### config.mk
export PLATFORM = sky130hd
export DESIGN_NAME = mpmc_top
export DESIGN_NICKNAME = d
export VERILOG_FILES = /design/src/verilog/mpmc_pkg.sv /design/src/verilog/mpmc_channel_decode.sv /design/src/verilog/mpmc_mig_sequencer.sv /design/src/verilog/mpmc_read_cache.sv /design/src/verilog/mpmc_top.sv
export SDC_FILE = /design/constraint.sdc
export NUM_CORES = 1
export LEC_CHECK = 0
export BUFFER_PORTS_ARGS = -buffer_cell sky130_fd_sc_hd__buf_2
export CORE_MARGIN = 5
export CORE_UTILIZATION = 25
export CTS_CLUSTER_DIAMETER = 100
export DETAILED_ROUTE_END_ITERATION = 8
export GPL_ROUTABILITY_DRIVEN = 0
export GPL_TIMING_DRIVEN = 0
export PLACE_DENSITY_LB_ADDON = 0.12
export SYNTH_ARGS = -nofsm -noshare
export SYNTH_HDL_FRONTEND = slang
export SYNTH_SLANG_ARGS = --single-unit
### constraint.sdc
create_clock -name mem_ui_clk -period 27.3 [get_ports mem_ui_clk]
set_input_delay 2.73 -clock mem_ui_clk [delete_from_list [all_inputs] [get_ports mem_ui_clk]]
set_output_delay 2.73 -clock mem_ui_clk [all_outputs]
set_load 0.005 [all_outputs]
### src/verilog/mpmc_pkg.sv
package mpmc_pkg;

	// ========================================================================
	// Widths and the types that carry them
	// ========================================================================
	localparam int BUS_AW = 32;
	localparam int WINDOW_MSB = 31;
	localparam int WINDOW_LSB = 29;
	localparam int MEM_AW = WINDOW_LSB;
	localparam int STRIP_W = 128;
	localparam int STRIP_BYTES = STRIP_W / 8;
	localparam int CH0_W = 128;
	localparam int CH1_W = 32;

	typedef logic [BUS_AW-1:0] bus_addr_t;
	typedef logic [MEM_AW-1:0] mem_addr_t;
	typedef logic [STRIP_W-1:0] strip_t;
	typedef logic [STRIP_BYTES-1:0] strip_mask_t;
	typedef logic [CH0_W-1:0] ch0_data_t;
	typedef logic [CH0_W/8-1:0] ch0_sel_t;
	typedef logic [CH1_W-1:0] ch1_data_t;
	typedef logic [CH1_W/8-1:0] ch1_sel_t;
	typedef logic [0:0] ch_id_t;
	typedef logic [2:0] mig_cmd_t;

	// MIG user port commands
	localparam mig_cmd_t CMD_READ = 3'b001;
	localparam mig_cmd_t CMD_WRITE = 3'b000;

	// Strip (line) address starts here, 32-bit lanes start at LANE_LSB
	localparam int STRIP_LSB = 4;
	localparam int LANE_LSB = 2;
	localparam int ELEVATE_PERIOD = 64;
	// Never matches, the window keeps bits 31:29 at zero
	localparam bus_addr_t INVALID_TAG = '1;

	typedef enum logic [2:0] {
		IDLE, PRESET1, PRESET2, SEND_DATA, SET_CMD_WR, SET_CMD_RD, WAIT_RD, WAIT_NACK
	} seq_state_e;

endpackage

### src/verilog/mpmc_channel_decode.sv
`timescale 1ns/1ns

module mpmc_channel_decode import mpmc_pkg::*; (
	input  logic        mem_ui_clk,
	input  logic        mem_ui_rst,
	input  logic        cyc0_i,
	input  logic        stb0_i,
	input  logic        we0_i,
	input  ch0_sel_t    sel0_i,
	input  bus_addr_t   adr0_i,
	input  ch0_data_t   dat0_i,
	input  logic        cyc1_i,
	input  logic        stb1_i,
	input  logic        we1_i,
	input  ch1_sel_t    sel1_i,
	input  bus_addr_t   adr1_i,
	input  ch1_data_t   dat1_i,
	input  logic        hit0_i,
	input  logic        hit1_i,
	input  logic        seq_idle_i,
	output logic        q_cs0_o,
	output logic        q_we0_o,
	output bus_addr_t   q_adr0_o,
	output logic        q_cs1_o,
	output logic        q_we1_o,
	output bus_addr_t   q_adr1_o,
	output logic        grant_o,
	output ch_id_t      grant_ch_o,
	output logic        grant_we_o,
	output mem_addr_t   grant_addr_o,
	output strip_t      grant_data_o,
	output strip_mask_t grant_mask_o
);

	ch0_sel_t q_sel0;
	ch0_data_t q_dat0;
	ch1_sel_t q_sel1;
	ch1_data_t q_dat1;
	logic elig0;
	logic elig1;
	logic pick1;
	logic grant_next;
	logic elevate;
	logic [$clog2(ELEVATE_PERIOD)-1:0] elev_cnt;
	strip_t strip_data;
	strip_mask_t strip_mask;

	function automatic mem_addr_t strip_addr(input bus_addr_t adr);
		return {adr[WINDOW_LSB-1:STRIP_LSB], {STRIP_LSB{1'b0}}};
	endfunction

	// ========================================================================
	// Request registers with the address window check
	// ========================================================================
	always_ff @(posedge mem_ui_clk) begin
		if (mem_ui_rst) begin
			q_cs0_o <= 1'b0;
			q_cs1_o <= 1'b0;
		end else begin
			q_cs0_o <= cyc0_i & stb0_i & (adr0_i[WINDOW_MSB:WINDOW_LSB] == '0);
			q_cs1_o <= cyc1_i & stb1_i & (adr1_i[WINDOW_MSB:WINDOW_LSB] == '0);
		end
	end

	always_ff @(posedge mem_ui_clk) begin
		q_we0_o <= we0_i;
		q_adr0_o <= adr0_i;
		q_sel0 <= sel0_i;
		q_dat0 <= dat0_i;
		q_we1_o <= we1_i;
		q_adr1_o <= adr1_i;
		q_sel1 <= sel1_i;
		q_dat1 <= dat1_i;
	end

	// A read that hits its cache never needs the memory
	assign elig0 = q_cs0_o & (q_we0_o | ~hit0_i);
	assign elig1 = q_cs1_o & (q_we1_o | ~hit1_i);

	// Channel 0 first, reversed while elevated
	assign pick1 = elevate ? elig1 : (elig1 & ~elig0);
	assign grant_next = seq_idle_i & ~grant_o & (elig0 | elig1);

	// Strip data and byte mask of the winning channel
	always_comb begin
		if (pick1) begin
			strip_data = {(STRIP_W / CH1_W){q_dat1}};
			strip_mask = ~({{(STRIP_BYTES - CH1_W / 8){1'b0}}, q_sel1}
				<< {q_adr1_o[STRIP_LSB-1:LANE_LSB], 2'b00});
		end else begin
			strip_data = q_dat0;
			strip_mask = ~q_sel0;
		end
		// Bytes that are not written go out as FF
		for (int b = 0; b < STRIP_BYTES; b++) begin
			if (strip_mask[b])
				strip_data[b*8 +: 8] = 8'hFF;
		end
	end

	// ========================================================================
	// Grant pulse and the elevate counter
	// ========================================================================
	always_ff @(posedge mem_ui_clk) begin
		if (mem_ui_rst) begin
			grant_o <= 1'b0;
			elevate <= 1'b0;
			elev_cnt <= '0;
		end else begin
			grant_o <= grant_next;
			if (grant_next) begin
				elev_cnt <= elev_cnt + 1'b1;
				elevate <= (elev_cnt == $bits(elev_cnt)'(ELEVATE_PERIOD - 2));
			end
		end
	end

	always_ff @(posedge mem_ui_clk) begin
		if (grant_next) begin
			grant_ch_o <= ch_id_t'(pick1);
			grant_we_o <= pick1 ? q_we1_o : q_we0_o;
			grant_addr_o <= pick1 ? strip_addr(q_adr1_o) : strip_addr(q_adr0_o);
			grant_data_o <= strip_data;
			grant_mask_o <= strip_mask;
		end
	end

endmodule

### src/verilog/mpmc_mig_sequencer.sv
`timescale 1ns/1ns

module mpmc_mig_sequencer import mpmc_pkg::*; (
	input  logic        mem_ui_clk,
	input  logic        mem_ui_rst,
	input  logic        grant_i,
	input  ch_id_t      grant_ch_i,
	input  logic        grant_we_i,
	input  mem_addr_t   grant_addr_i,
	input  strip_t      grant_data_i,
	input  strip_mask_t grant_mask_i,
	input  logic        ack0_i,
	input  logic        ack1_i,
	input  strip_t      mem_rd_data_i,
	input  logic        mem_rd_data_valid_i,
	input  logic        mem_rd_data_end_i,
	input  logic        mem_rdy_i,
	input  logic        mem_wdf_rdy_i,
	output logic        seq_idle_o,
	output logic        fill_o,
	output ch_id_t      fill_ch_o,
	output strip_t      fill_data_o,
	output logic        wr_done_o,
	output ch_id_t      done_ch_o,
	output mem_addr_t   mem_addr_o,
	output mig_cmd_t    mem_cmd_o,
	output logic        mem_en_o,
	output strip_t      mem_wdf_data_o,
	output strip_mask_t mem_wdf_mask_o,
	output logic        mem_wdf_wren_o,
	output logic        mem_wdf_end_o
);

	seq_state_e state;
	seq_state_e next_state;
	ch_id_t op_ch;
	logic op_we;
	mem_addr_t op_addr;
	strip_t op_data;
	strip_mask_t op_mask;
	logic ack0_q;
	logic ack1_q;
	logic ack_fall;
	logic rd_strip;

	assign rd_strip = mem_rd_data_valid_i & mem_rd_data_end_i;

	// The access ends on the falling edge of the granted channel's ack
	assign ack_fall = (op_ch == 1'b0) ? (ack0_q & ~ack0_i) : (ack1_q & ~ack1_i);

	always_ff @(posedge mem_ui_clk) begin
		if (mem_ui_rst) begin
			ack0_q <= 1'b0;
			ack1_q <= 1'b0;
		end else begin
			ack0_q <= ack0_i;
			ack1_q <= ack1_i;
		end
	end

	// ========================================================================
	// State machine
	// ========================================================================
	always_comb begin
		next_state = state;
		case (state)
			IDLE:       if (grant_i) next_state = PRESET1;
			PRESET1:    next_state = PRESET2;
			PRESET2:    next_state = op_we ? SEND_DATA : SET_CMD_RD;
			SEND_DATA:  if (mem_wdf_rdy_i) next_state = SET_CMD_WR;
			SET_CMD_WR: if (mem_rdy_i) next_state = WAIT_NACK;
			SET_CMD_RD: if (mem_rdy_i) next_state = WAIT_RD;
			WAIT_RD:    if (rd_strip) next_state = WAIT_NACK;
			WAIT_NACK:  if (ack_fall) next_state = IDLE;
			default:    next_state = IDLE;
		endcase
	end

	always_ff @(posedge mem_ui_clk) begin
		if (mem_ui_rst)
			state <= IDLE;
		else
			state <= next_state;
	end

	// Operation captured at the grant
	always_ff @(posedge mem_ui_clk) begin
		if (state == IDLE && grant_i) begin
			op_ch <= grant_ch_i;
			op_we <= grant_we_i;
			op_addr <= grant_addr_i;
			op_data <= grant_data_i;
			op_mask <= grant_mask_i;
		end
	end

	// ========================================================================
	// MIG handshakes, each held until its ready is seen
	// ========================================================================
	always_ff @(posedge mem_ui_clk) begin
		if (mem_ui_rst) begin
			mem_en_o <= 1'b0;
			mem_wdf_wren_o <= 1'b0;
			mem_wdf_end_o <= 1'b0;
			mem_wdf_mask_o <= '1;
		end else begin
			case (state)
				PRESET1: begin
					if (op_we)
						mem_wdf_mask_o <= op_mask;
				end
				PRESET2: begin
					// Write data goes first, a read goes straight to the command
					if (op_we) begin
						mem_wdf_wren_o <= 1'b1;
						mem_wdf_end_o <= 1'b1;
					end else begin
						mem_en_o <= 1'b1;
					end
				end
				SEND_DATA: begin
					if (mem_wdf_rdy_i) begin
						mem_wdf_wren_o <= 1'b0;
						mem_wdf_end_o <= 1'b0;
						mem_en_o <= 1'b1;
					end
				end
				SET_CMD_WR: begin
					if (mem_rdy_i) begin
						mem_en_o <= 1'b0;
						mem_wdf_mask_o <= '1;
					end
				end
				SET_CMD_RD: begin
					if (mem_rdy_i)
						mem_en_o <= 1'b0;
				end
				default: ;
			endcase
		end
	end

	always_ff @(posedge mem_ui_clk) begin
		if (state == PRESET1) begin
			mem_addr_o <= op_addr;
			mem_wdf_data_o <= op_data;
		end
		if (state == PRESET2)
			mem_cmd_o <= op_we ? CMD_WRITE : CMD_READ;
	end

	assign seq_idle_o = (state == IDLE);
	assign fill_o = (state == WAIT_RD) & rd_strip;
	assign fill_ch_o = op_ch;
	assign fill_data_o = mem_rd_data_i;
	assign wr_done_o = (state == SET_CMD_WR) & mem_rdy_i;
	assign done_ch_o = op_ch;

endmodule

### src/verilog/mpmc_read_cache.sv
`timescale 1ns/1ns

module mpmc_read_cache import mpmc_pkg::*; (
	input  logic      mem_ui_clk,
	input  logic      mem_ui_rst,
	input  logic      cyc0_i,
	input  logic      stb0_i,
	input  logic      cyc1_i,
	input  logic      stb1_i,
	input  logic      q_cs0_i,
	input  logic      q_we0_i,
	input  bus_addr_t q_adr0_i,
	input  logic      q_cs1_i,
	input  logic      q_we1_i,
	input  bus_addr_t q_adr1_i,
	input  logic      grant_i,
	input  ch_id_t    grant_ch_i,
	input  logic      grant_we_i,
	input  mem_addr_t grant_addr_i,
	input  logic      fill_i,
	input  ch_id_t    fill_ch_i,
	input  strip_t    fill_data_i,
	input  logic      wr_done_i,
	input  ch_id_t    done_ch_i,
	output logic      hit0_o,
	output logic      hit1_o,
	output logic      ack0_o,
	output logic      ack1_o,
	output logic      acki0_o,
	output logic      acki1_o,
	output ch0_data_t dat0_o,
	output ch1_data_t dat1_o
);

	bus_addr_t tag [2];
	strip_t line [2];
	bus_addr_t grant_bus;
	bus_addr_t pend_adr;
	logic live0;
	logic live1;

	assign live0 = cyc0_i & stb0_i;
	assign live1 = cyc1_i & stb1_i;
	assign grant_bus = {{(BUS_AW - MEM_AW){1'b0}}, grant_addr_i};

	assign hit0_o = q_cs0_i & ~q_we0_i
		& (q_adr0_i[BUS_AW-1:STRIP_LSB] == tag[0][BUS_AW-1:STRIP_LSB]);
	assign hit1_o = q_cs1_i & ~q_we1_i
		& (q_adr1_i[BUS_AW-1:STRIP_LSB] == tag[1][BUS_AW-1:STRIP_LSB]);

	// ========================================================================
	// Tags and strip data
	// ========================================================================
	always_ff @(posedge mem_ui_clk) begin
		if (mem_ui_rst) begin
			for (int i = 0; i < 2; i++)
				tag[i] <= INVALID_TAG;
		end else begin
			// A write drops every copy of its strip
			if (grant_i && grant_we_i) begin
				for (int i = 0; i < 2; i++) begin
					if (tag[i][BUS_AW-1:STRIP_LSB] == grant_bus[BUS_AW-1:STRIP_LSB])
						tag[i] <= INVALID_TAG;
				end
			end
			// Line is being refilled
			if (grant_i && !grant_we_i)
				tag[grant_ch_i] <= INVALID_TAG;
			if (fill_i)
				tag[fill_ch_i] <= pend_adr;
		end
	end

	always_ff @(posedge mem_ui_clk) begin
		if (grant_i && !grant_we_i)
			pend_adr <= grant_bus;
		if (fill_i)
			line[fill_ch_i] <= fill_data_i;
	end

	// ========================================================================
	// Ack levels, cleared as soon as the request goes away
	// ========================================================================
	always_ff @(posedge mem_ui_clk) begin
		if (mem_ui_rst) begin
			acki0_o <= 1'b0;
			acki1_o <= 1'b0;
		end else begin
			if (hit0_o || (wr_done_i && done_ch_i == 1'b0))
				acki0_o <= 1'b1;
			if (hit1_o || (wr_done_i && done_ch_i == 1'b1))
				acki1_o <= 1'b1;
			if (!live0)
				acki0_o <= 1'b0;
			if (!live1)
				acki1_o <= 1'b0;
		end
	end

	assign ack0_o = acki0_o & live0;
	assign ack1_o = acki1_o & live1;

	// Read data, zero while deselected
	always_ff @(posedge mem_ui_clk) begin
		if (mem_ui_rst) begin
			dat0_o <= '0;
			dat1_o <= '0;
		end else begin
			dat0_o <= live0 ? line[0] : '0;
			dat1_o <= live1 ? line[1][{q_adr1_i[STRIP_LSB-1:LANE_LSB], 5'd0} +: CH1_W] : '0;
		end
	end

endmodule

### src/verilog/mpmc_top.sv
`timescale 1ns/1ns

module mpmc_top import mpmc_pkg::*; (
	input  logic        mem_ui_clk,
	input  logic        mem_ui_rst,
	// Display channel
	input  logic        cyc0_i, stb0_i, we0_i,
	input  ch0_sel_t    sel0_i,
	input  bus_addr_t   adr0_i,
	input  ch0_data_t   dat0_i,
	output ch0_data_t   dat0_o,
	output logic        ack0_o,
	// CPU channel
	input  logic        cyc1_i, stb1_i, we1_i,
	input  ch1_sel_t    sel1_i,
	input  bus_addr_t   adr1_i,
	input  ch1_data_t   dat1_i,
	output ch1_data_t   dat1_o,
	output logic        ack1_o,
	// MIG user port
	output mem_addr_t   mem_addr_o,
	output mig_cmd_t    mem_cmd_o,
	output logic        mem_en_o,
	output strip_t      mem_wdf_data_o,
	output strip_mask_t mem_wdf_mask_o,
	output logic        mem_wdf_wren_o,
	output logic        mem_wdf_end_o,
	input  strip_t      mem_rd_data_i,
	input  logic        mem_rd_data_valid_i, mem_rd_data_end_i,
	input  logic        mem_rdy_i, mem_wdf_rdy_i
);

	logic q_cs0, q_we0, q_cs1, q_we1;
	bus_addr_t q_adr0, q_adr1;
	logic hit0, hit1, seq_idle, acki0, acki1;
	logic grant, grant_we, fill, wr_done;
	ch_id_t grant_ch, fill_ch, done_ch;
	mem_addr_t grant_addr;
	strip_t grant_data, fill_data;
	strip_mask_t grant_mask;

	mpmc_channel_decode u_decode (
		.mem_ui_clk(mem_ui_clk), .mem_ui_rst(mem_ui_rst),
		.cyc0_i(cyc0_i), .stb0_i(stb0_i), .we0_i(we0_i), .sel0_i(sel0_i),
		.adr0_i(adr0_i), .dat0_i(dat0_i),
		.cyc1_i(cyc1_i), .stb1_i(stb1_i), .we1_i(we1_i), .sel1_i(sel1_i),
		.adr1_i(adr1_i), .dat1_i(dat1_i),
		.hit0_i(hit0), .hit1_i(hit1), .seq_idle_i(seq_idle),
		.q_cs0_o(q_cs0), .q_we0_o(q_we0), .q_adr0_o(q_adr0),
		.q_cs1_o(q_cs1), .q_we1_o(q_we1), .q_adr1_o(q_adr1),
		.grant_o(grant), .grant_ch_o(grant_ch), .grant_we_o(grant_we),
		.grant_addr_o(grant_addr), .grant_data_o(grant_data), .grant_mask_o(grant_mask)
	);

	mpmc_mig_sequencer u_seq (
		.mem_ui_clk(mem_ui_clk), .mem_ui_rst(mem_ui_rst),
		.grant_i(grant), .grant_ch_i(grant_ch), .grant_we_i(grant_we),
		.grant_addr_i(grant_addr), .grant_data_i(grant_data), .grant_mask_i(grant_mask),
		.ack0_i(acki0), .ack1_i(acki1),
		.mem_rd_data_i(mem_rd_data_i), .mem_rd_data_valid_i(mem_rd_data_valid_i),
		.mem_rd_data_end_i(mem_rd_data_end_i), .mem_rdy_i(mem_rdy_i),
		.mem_wdf_rdy_i(mem_wdf_rdy_i),
		.seq_idle_o(seq_idle), .fill_o(fill), .fill_ch_o(fill_ch), .fill_data_o(fill_data),
		.wr_done_o(wr_done), .done_ch_o(done_ch),
		.mem_addr_o(mem_addr_o), .mem_cmd_o(mem_cmd_o), .mem_en_o(mem_en_o),
		.mem_wdf_data_o(mem_wdf_data_o), .mem_wdf_mask_o(mem_wdf_mask_o),
		.mem_wdf_wren_o(mem_wdf_wren_o), .mem_wdf_end_o(mem_wdf_end_o)
	);

	mpmc_read_cache u_cache (
		.mem_ui_clk(mem_ui_clk), .mem_ui_rst(mem_ui_rst),
		.cyc0_i(cyc0_i), .stb0_i(stb0_i), .cyc1_i(cyc1_i), .stb1_i(stb1_i),
		.q_cs0_i(q_cs0), .q_we0_i(q_we0), .q_adr0_i(q_adr0),
		.q_cs1_i(q_cs1), .q_we1_i(q_we1), .q_adr1_i(q_adr1),
		.grant_i(grant), .grant_ch_i(grant_ch), .grant_we_i(grant_we),
		.grant_addr_i(grant_addr),
		.fill_i(fill), .fill_ch_i(fill_ch), .fill_data_i(fill_data),
		.wr_done_i(wr_done), .done_ch_i(done_ch),
		.hit0_o(hit0), .hit1_o(hit1), .ack0_o(ack0_o), .ack1_o(ack1_o),
		.acki0_o(acki0), .acki1_o(acki1), .dat0_o(dat0_o), .dat1_o(dat1_o)
	);

endmodule

## Word level (Yosys, flattened, before mapping)

Memory sizes are Yosys's and may differ from the RTL's. A register that Yosys moved wholly into a read port is not among the register bits.
Index checks and enable logic that the tools add are counted.

- Add/subtract/negate cells: 1
- Bitwise logic cells: 38
- Div/mod/pow operators: 0
- Reductions and logical operators: 22
- $lt $le $gt $ge: 0
- Mux-type cells: 47
- Eq/ne operators: 22
- Shifts and indexed selects: 2
- Multiply operators: 0

Operators with widths:

| cell | count |
|---|---|
| $mux W128 | 1 |
| $shiftx A128 B8 Y32 | 1 |
| $mux W32 | 3 |
| $eq A28 B25 Y1 | 2 |
| $eq A28 B28 Y1 | 2 |
| $mux W16 | 3 |
| $not A16 Y16 | 2 |
| $pmux W16 S2 | 1 |
| $reduce_or A32 Y1 | 1 |
| $mux W29 | 1 |
| $mux W1 | 28 |
| $pmux W3 S8 | 1 |
| $mux W3 | 7 |
| $and A1 B1 Y1 | 20 |
| $shl A4 B4 Y16 | 1 |
| $eq A3 B3 Y1 const B | 4 |
| $not A1 Y1 | 11 |
| $ne A2 B1 Y1 const B | 5 |
| $ne A2 B2 Y1 const B | 5 |
| $logic_not A3 Y1 | 3 |
| $add A6 B1 Y6 const B | 1 |
| $eq A3 B2 Y1 const B | 2 |
| $eq A6 B6 Y1 const B | 1 |
| $reduce_and A3 Y1 | 2 |
| other kinds (12) | 24 |

- Bits in read-only memories: 0
- Memory bits (writable): 320
- Register bits after elaboration: 852
- Input port bits: 384
- Latch bits: 0
- Memories: 2
- Word-level logic and storage cells: 185

Memory list:

| memory | words | width | rd ports | clocked after Yosys merged registers in | write ports | RTL line | source |
|---|---|---|---|---|---|---|---|
| u_cache.line | 2 | 128 | 2 | 1 | 1 | mpmc_read_cache.sv:36 | `strip_t line [2];` |
| u_cache.tag | 2 | 32 | 2 | 0 | 3 | mpmc_read_cache.sv:35 | `bus_addr_t tag [2];` |

## Depth between registers and ports, before layout

- Depth in word-level cells: 10
- Gate-level depth with buffers: 9
- Depth with buffers taken out: 6

## Modules after synthesis

A second synthesis with hierarchy kept.

- Cells, all modules: 2545
- Area, all modules: 42154.2 sq um

Modules (own cells, without submodules):

| module | cells an instance | times used | area an instance (sq um) | seq. area each (sq um) |
|---|---|---|---|---|
| mpmc_read_cache | 935 | 1 | 16652.2 | 13222.7 |
| mpmc_channel_decode | 996 | 1 | 13284.0 | 10259.8 |
| mpmc_mig_sequencer | 614 | 1 | 12218.0 | 10460.0 |

## Worst setup path before layout

OpenSTA, ideal clock, no wires.

- Kind: register -> register
- Start point: register u_seq.state[2]
- End point: register u_seq.op_ch (netlist: u_seq.done_ch_o) (enable)
- Slack: 8035 ps
- Arrival: 18085 ps
- Required time: 26121 ps
- Library setup time: 1179 ps
- Stages on the path, launching flop included: 3
- Cell sequence: dfxtp_1 clkbuf_1 nor4b_1

- Longest elaborated chain between the ends: 2

Ends and longest elaborated chain:

| element | RTL line | source |
|---|---|---|
| from (decl) | mpmc_mig_sequencer.sv:34 | `seq_state_e state;` |
| from (signal assigned) | mpmc_mig_sequencer.sv:83 | `state <= next_state;` |
| $logic_not A3 Y1 | mpmc_mig_sequencer.sv:88 | `if (state == IDLE && grant_i) begin` |
| $logic_and A1 B1 Y1 | mpmc_mig_sequencer.sv:88 |  |
| to (signal assigned) | mpmc_mig_sequencer.sv:89 | `op_ch <= grant_ch_i;` |
| to (decl) | mpmc_mig_sequencer.sv:36 | `ch_id_t op_ch;` |

Every way passes these cells.
A chain may end at the register's enable or synchronous reset.

## Final worst setup path

- Start point: input cyc0_i
- End point: output ack0_o

- Longest elaborated chain between the ends: 2

Ends and longest elaborated chain:

| element | RTL line | source |
|---|---|---|
| from (decl) | mpmc_top.sv:7 | `input logic cyc0_i, stb0_i, we0_i,` |
| $and A1 B1 Y1 | mpmc_read_cache.sv:42 | `assign live0 = cyc0_i & stb0_i;` |
| $and A1 B1 Y1 | mpmc_read_cache.sv:100 | `assign ack0_o = acki0_o & live0;` |
| to (decl) | mpmc_top.sv:12 | `output logic ack0_o,` |

Every way passes these cells.

==> flow_summary.json <==
{
  "clk_latency_ns": 0.77,
  "synth_xor_area_frac": 0.0213,
  "syn_avg_cell_area_sq_um": 17.5,
  "clkTransAtPathRegs_ns": 0.06,
  "dr_total_vias": 22700,
  "cts_max_path_buffers": 3,
  "ir_drop_v": 0.0000646,
  "drive_gt1_frac": 0.321,
  "synth-simple-area-share": 0.0865,
  "grt_antenna_before_repair": 91,
  "synthArstFlopShare": 0,
  "ant_nets": 0,
  "placed_area_sq_um": 48700,
  "drcViolationCount": 0,
  "synthAdderAreaFrac": 0.000603,
  "end_kind": "output pin",
  "ys_types": 50,
  "rows": 149,
  "r2r_start": "u_decode.q_adr1_o[2]",
  "fillers": 16400,
  "design_area_sq_um": 53800,
  "synthMuxAreaShare": 0.0603,
  "whs_path_depth": 0,
  "hp-start": "u_decode.grant_data_o[102]",
  "root_buffer": "clkbuf_16",
  "synth.cell_area_sq_um": 41500,
  "timing.rr.end": "u_decode.grant_data_o[100]",
  "rsz0062_at_grt": "no",
  "maxCapViolCount": 0,
  "vias_per_cell": 4.02,
  "fmax_mhz": 171,
  "yosys.area.top_type_share": 0.599,
  "seq_area_frac_synth": 0.810,
  "cp.arrival_ns": 3.11,
  "grt-ovfl-total": 0,
  "die_h_um": 417,
  "post-route-period-util": 0.214,
  "wirelength_um": 137000,
  "yosys_warnings": 0,
  "status": "finished clean",
  "port_buffers": 712,
  "start_util": 0.251,
  "synth_area_leaders": "edfxtp_1, dfxtp_1, mux2i_1",
  "synth_compound_area_frac": 0.00977,
  "netlist_instances": 2376,
  "cts.sinks": 1264,
  "grt_pass1_vias": 23400,
  "num_io_pins": 725,
  "fp.coreArea_sq_um": 165000,
  "synth_top_family_by_area": "simple AND/OR/NAND/NOR gates",
  "reg2regPathDepth": 6,
  "tritoncts": "yes",
  "dp.final_hpwl_um": 102000,
  "cts.htree.levels": 4,
  "syn2layout_area_growth_pct": 29.7,
  "cts_buffers": 149,
  "utilization": 0.326,
  "hp-class": "register to register",
  "dr.first_iter.drc_count": 1211,
  "holdPathEnd": "u_seq.op_data[102]",
  "worstSetupPathType": "input port to output pin",
  "grt_max_degree": 83,
  "grt_pass1_wl_um": 185000,
  "critPathMaxFanout": 2,
  "worst_slew_pin_slew_ns": 1.28,
  "routedWlPerCell_um": 24.2,
  "power_density_nw_per_um2": 83.3,
  "start_kind": "input port",
  "dr.pass1.iters": 5,
  "stdcell_count": 5652,
  "grtUsageTotal": 0.153,
  "hold_viol": 0,
  "r2r_setup_slack_ns": 23.26,
  "synth_edf_count": 827,
  "clock_skew_ns": 0.0271,
  "ys_ff_latch": 1264,
  "cts_setup_buffers": 0,
  "fp.dieW_um": 417,
  "cp.required_ns": 24.57,
  "p_leak_nw": 19.4,
  "period_needed_ns": 5.84,
  "synth_ff_type": "edfxtp_1",
  "report.final.setup_viol": 0,
  "max-slew-margin-rel": 0.139,
  "slew_viol_final": 0,
  "synth_top_area_cell": "edfxtp_1",
  "cts_hold_repair.buffers": 0,
  "dieArea_sq_um": 174000,
  "dp_cells": 5348,
  "cts-resized-gates": 0,
  "layout.nets": 3697
}
==> layout by cell type (no fill, tap or decap), types with 28 or more instances in the layout <==
master	n
buf_6	28
mux2i_1	144
nand2b_1	61
clkbuf_16	159
and2_1	129
clkbuf_1	102
buf_2	719
edfxtp_1	827
xor2_1	52
xnor2_1	49
mux4_2	32
buf_4	38
dfxtp_1	437
mux2_2	29
nor2b_1	168
nor2_1	174
==> sequential cells by signal (all words and copies together), names as in the netlist, 16 cells and up <==
| name | count |
|---|---|
| u_cache.pend_adr | 25 |
| u_decode.grant_mask_o | 16 |
| u_cache.dat0_o | 128 |
| u_seq.mem_wdf_mask_o | 16 |
| u_seq.op_addr | 25 |
| u_cache.tag | 52 |
| u_cache.dat1_o | 32 |
| u_decode.q_dat1 | 32 |
| u_cache.line | 256 |
| u_decode.q_sel0 | 16 |
| u_decode.grant_data_o | 128 |
| u_decode.q_dat0 | 128 |
| u_decode.q_adr0_o | 28 |
| u_seq.mem_wdf_data_o | 128 |
| u_seq.op_data | 128 |
| u_seq.mem_addr_o | 25 |
| u_seq.op_mask | 16 |
| u_decode.q_adr1_o | 30 |
| u_decode.grant_addr_o | 25 |
==> worst max-delay path by stage <==
stage | start | end | slack [ns] | cells past startpoint
floorplan | u_seq.state[2] | u_seq.done_ch_o | 8.04 | 2
global placement | u_seq.state[2] | u_seq.op_data[125] | -8.53 | 2
detailed placement | mem_rd_data_valid_i | u_cache.tag[1][19] | 21.27 | 6
CTS | cyc0_i | ack0_o | 21.45 | 3
global route | cyc0_i | ack0_o | 21.44 | 3
finish | cyc0_i | ack0_o | 21.46 | 3
==> worst max-delay path: stages <==
cell    delay (ns)
buf_2         0.10
and3_1        0.16
buf_2         0.12
==> stage by stage <==
step / setup TNS [ns] / setup slack, ns / hold WS [ns] / total power, mW
global route: 0 / 21.44 / 0.411 / 4.66
global placement: -1452.88 / -8.53 / 0.401 / 2.55
CTS: 0 / 21.45 / 0.390 / 4.57
detailed placement: 0 / 21.27 / 0.405 / 2.51
floorplan: 0 / 8.04 / 0.400 / 2.33
finish: 0 / 21.46 / 0.396 / 4.48
==> synthesized netlist by cell type, drive strengths merged (9+ instances only) <==
cell / count
edfxtp: 827
buf: 29
mux2i: 144
nand4: 16
clkbuf: 56
or3: 25
xnor2: 49
nor3: 27
nand2: 9
nor4: 17
nor2b: 169
mux4: 32
nor2: 175
inv: 13
xor2: 52
mux2: 30
dfxtp: 437
nand2b: 61
a21oi: 13
o21bai: 16
and2: 129
==> layout make-up <==
type	instances	area, sq um	share of cell area
flip-flops and latches	1264	33600	0.624
multi-input cells	1019	7470	0.139
clock buffers	227	4450	0.0828
repair buffers	779	4420	0.0821
well taps	2189	2740	0.0509
clock inverters	51	599	0.0111
plain buffers	85	440	0.00818
diodes	25	62.6	0.00116
inverters	13	53.8	0.00100
==> metal layers <==
| metal | global-route usage | up-vias | share of wire |
|---|---|---|---|
| li1 | - | 10500 | - |
| met1 | 0.165 | 11200 | 0.37 |
| met2 | 0.278 | 670 | 0.53 |
| met3 | 0.0474 | 339 | 0.061 |
| met4 | 0.0639 | 38 | 0.039 |
| met5 | 0 | - | 0.0018 |
==> kinds of logic (layout without fill, tap and decap cells) <==
group           after synthesis  after routing
flops                      1264           1264
simple gates                648            648
mux                         206            206
xor+xnor                    101            101
buf+inv                      98           1155
compound gates               56             56
fa+ha+maj                     2              2
other cells                   1             31
==> power breakdown <==
group	internal (mW)	switching (mW)	total, mW
logic	0.112	0.176	0.288
registers	2.13	0.0356	2.17
clock network	1.23	0.803	2.03
total	3.47	1.01	4.48
(Power assumes the default switching activity.)
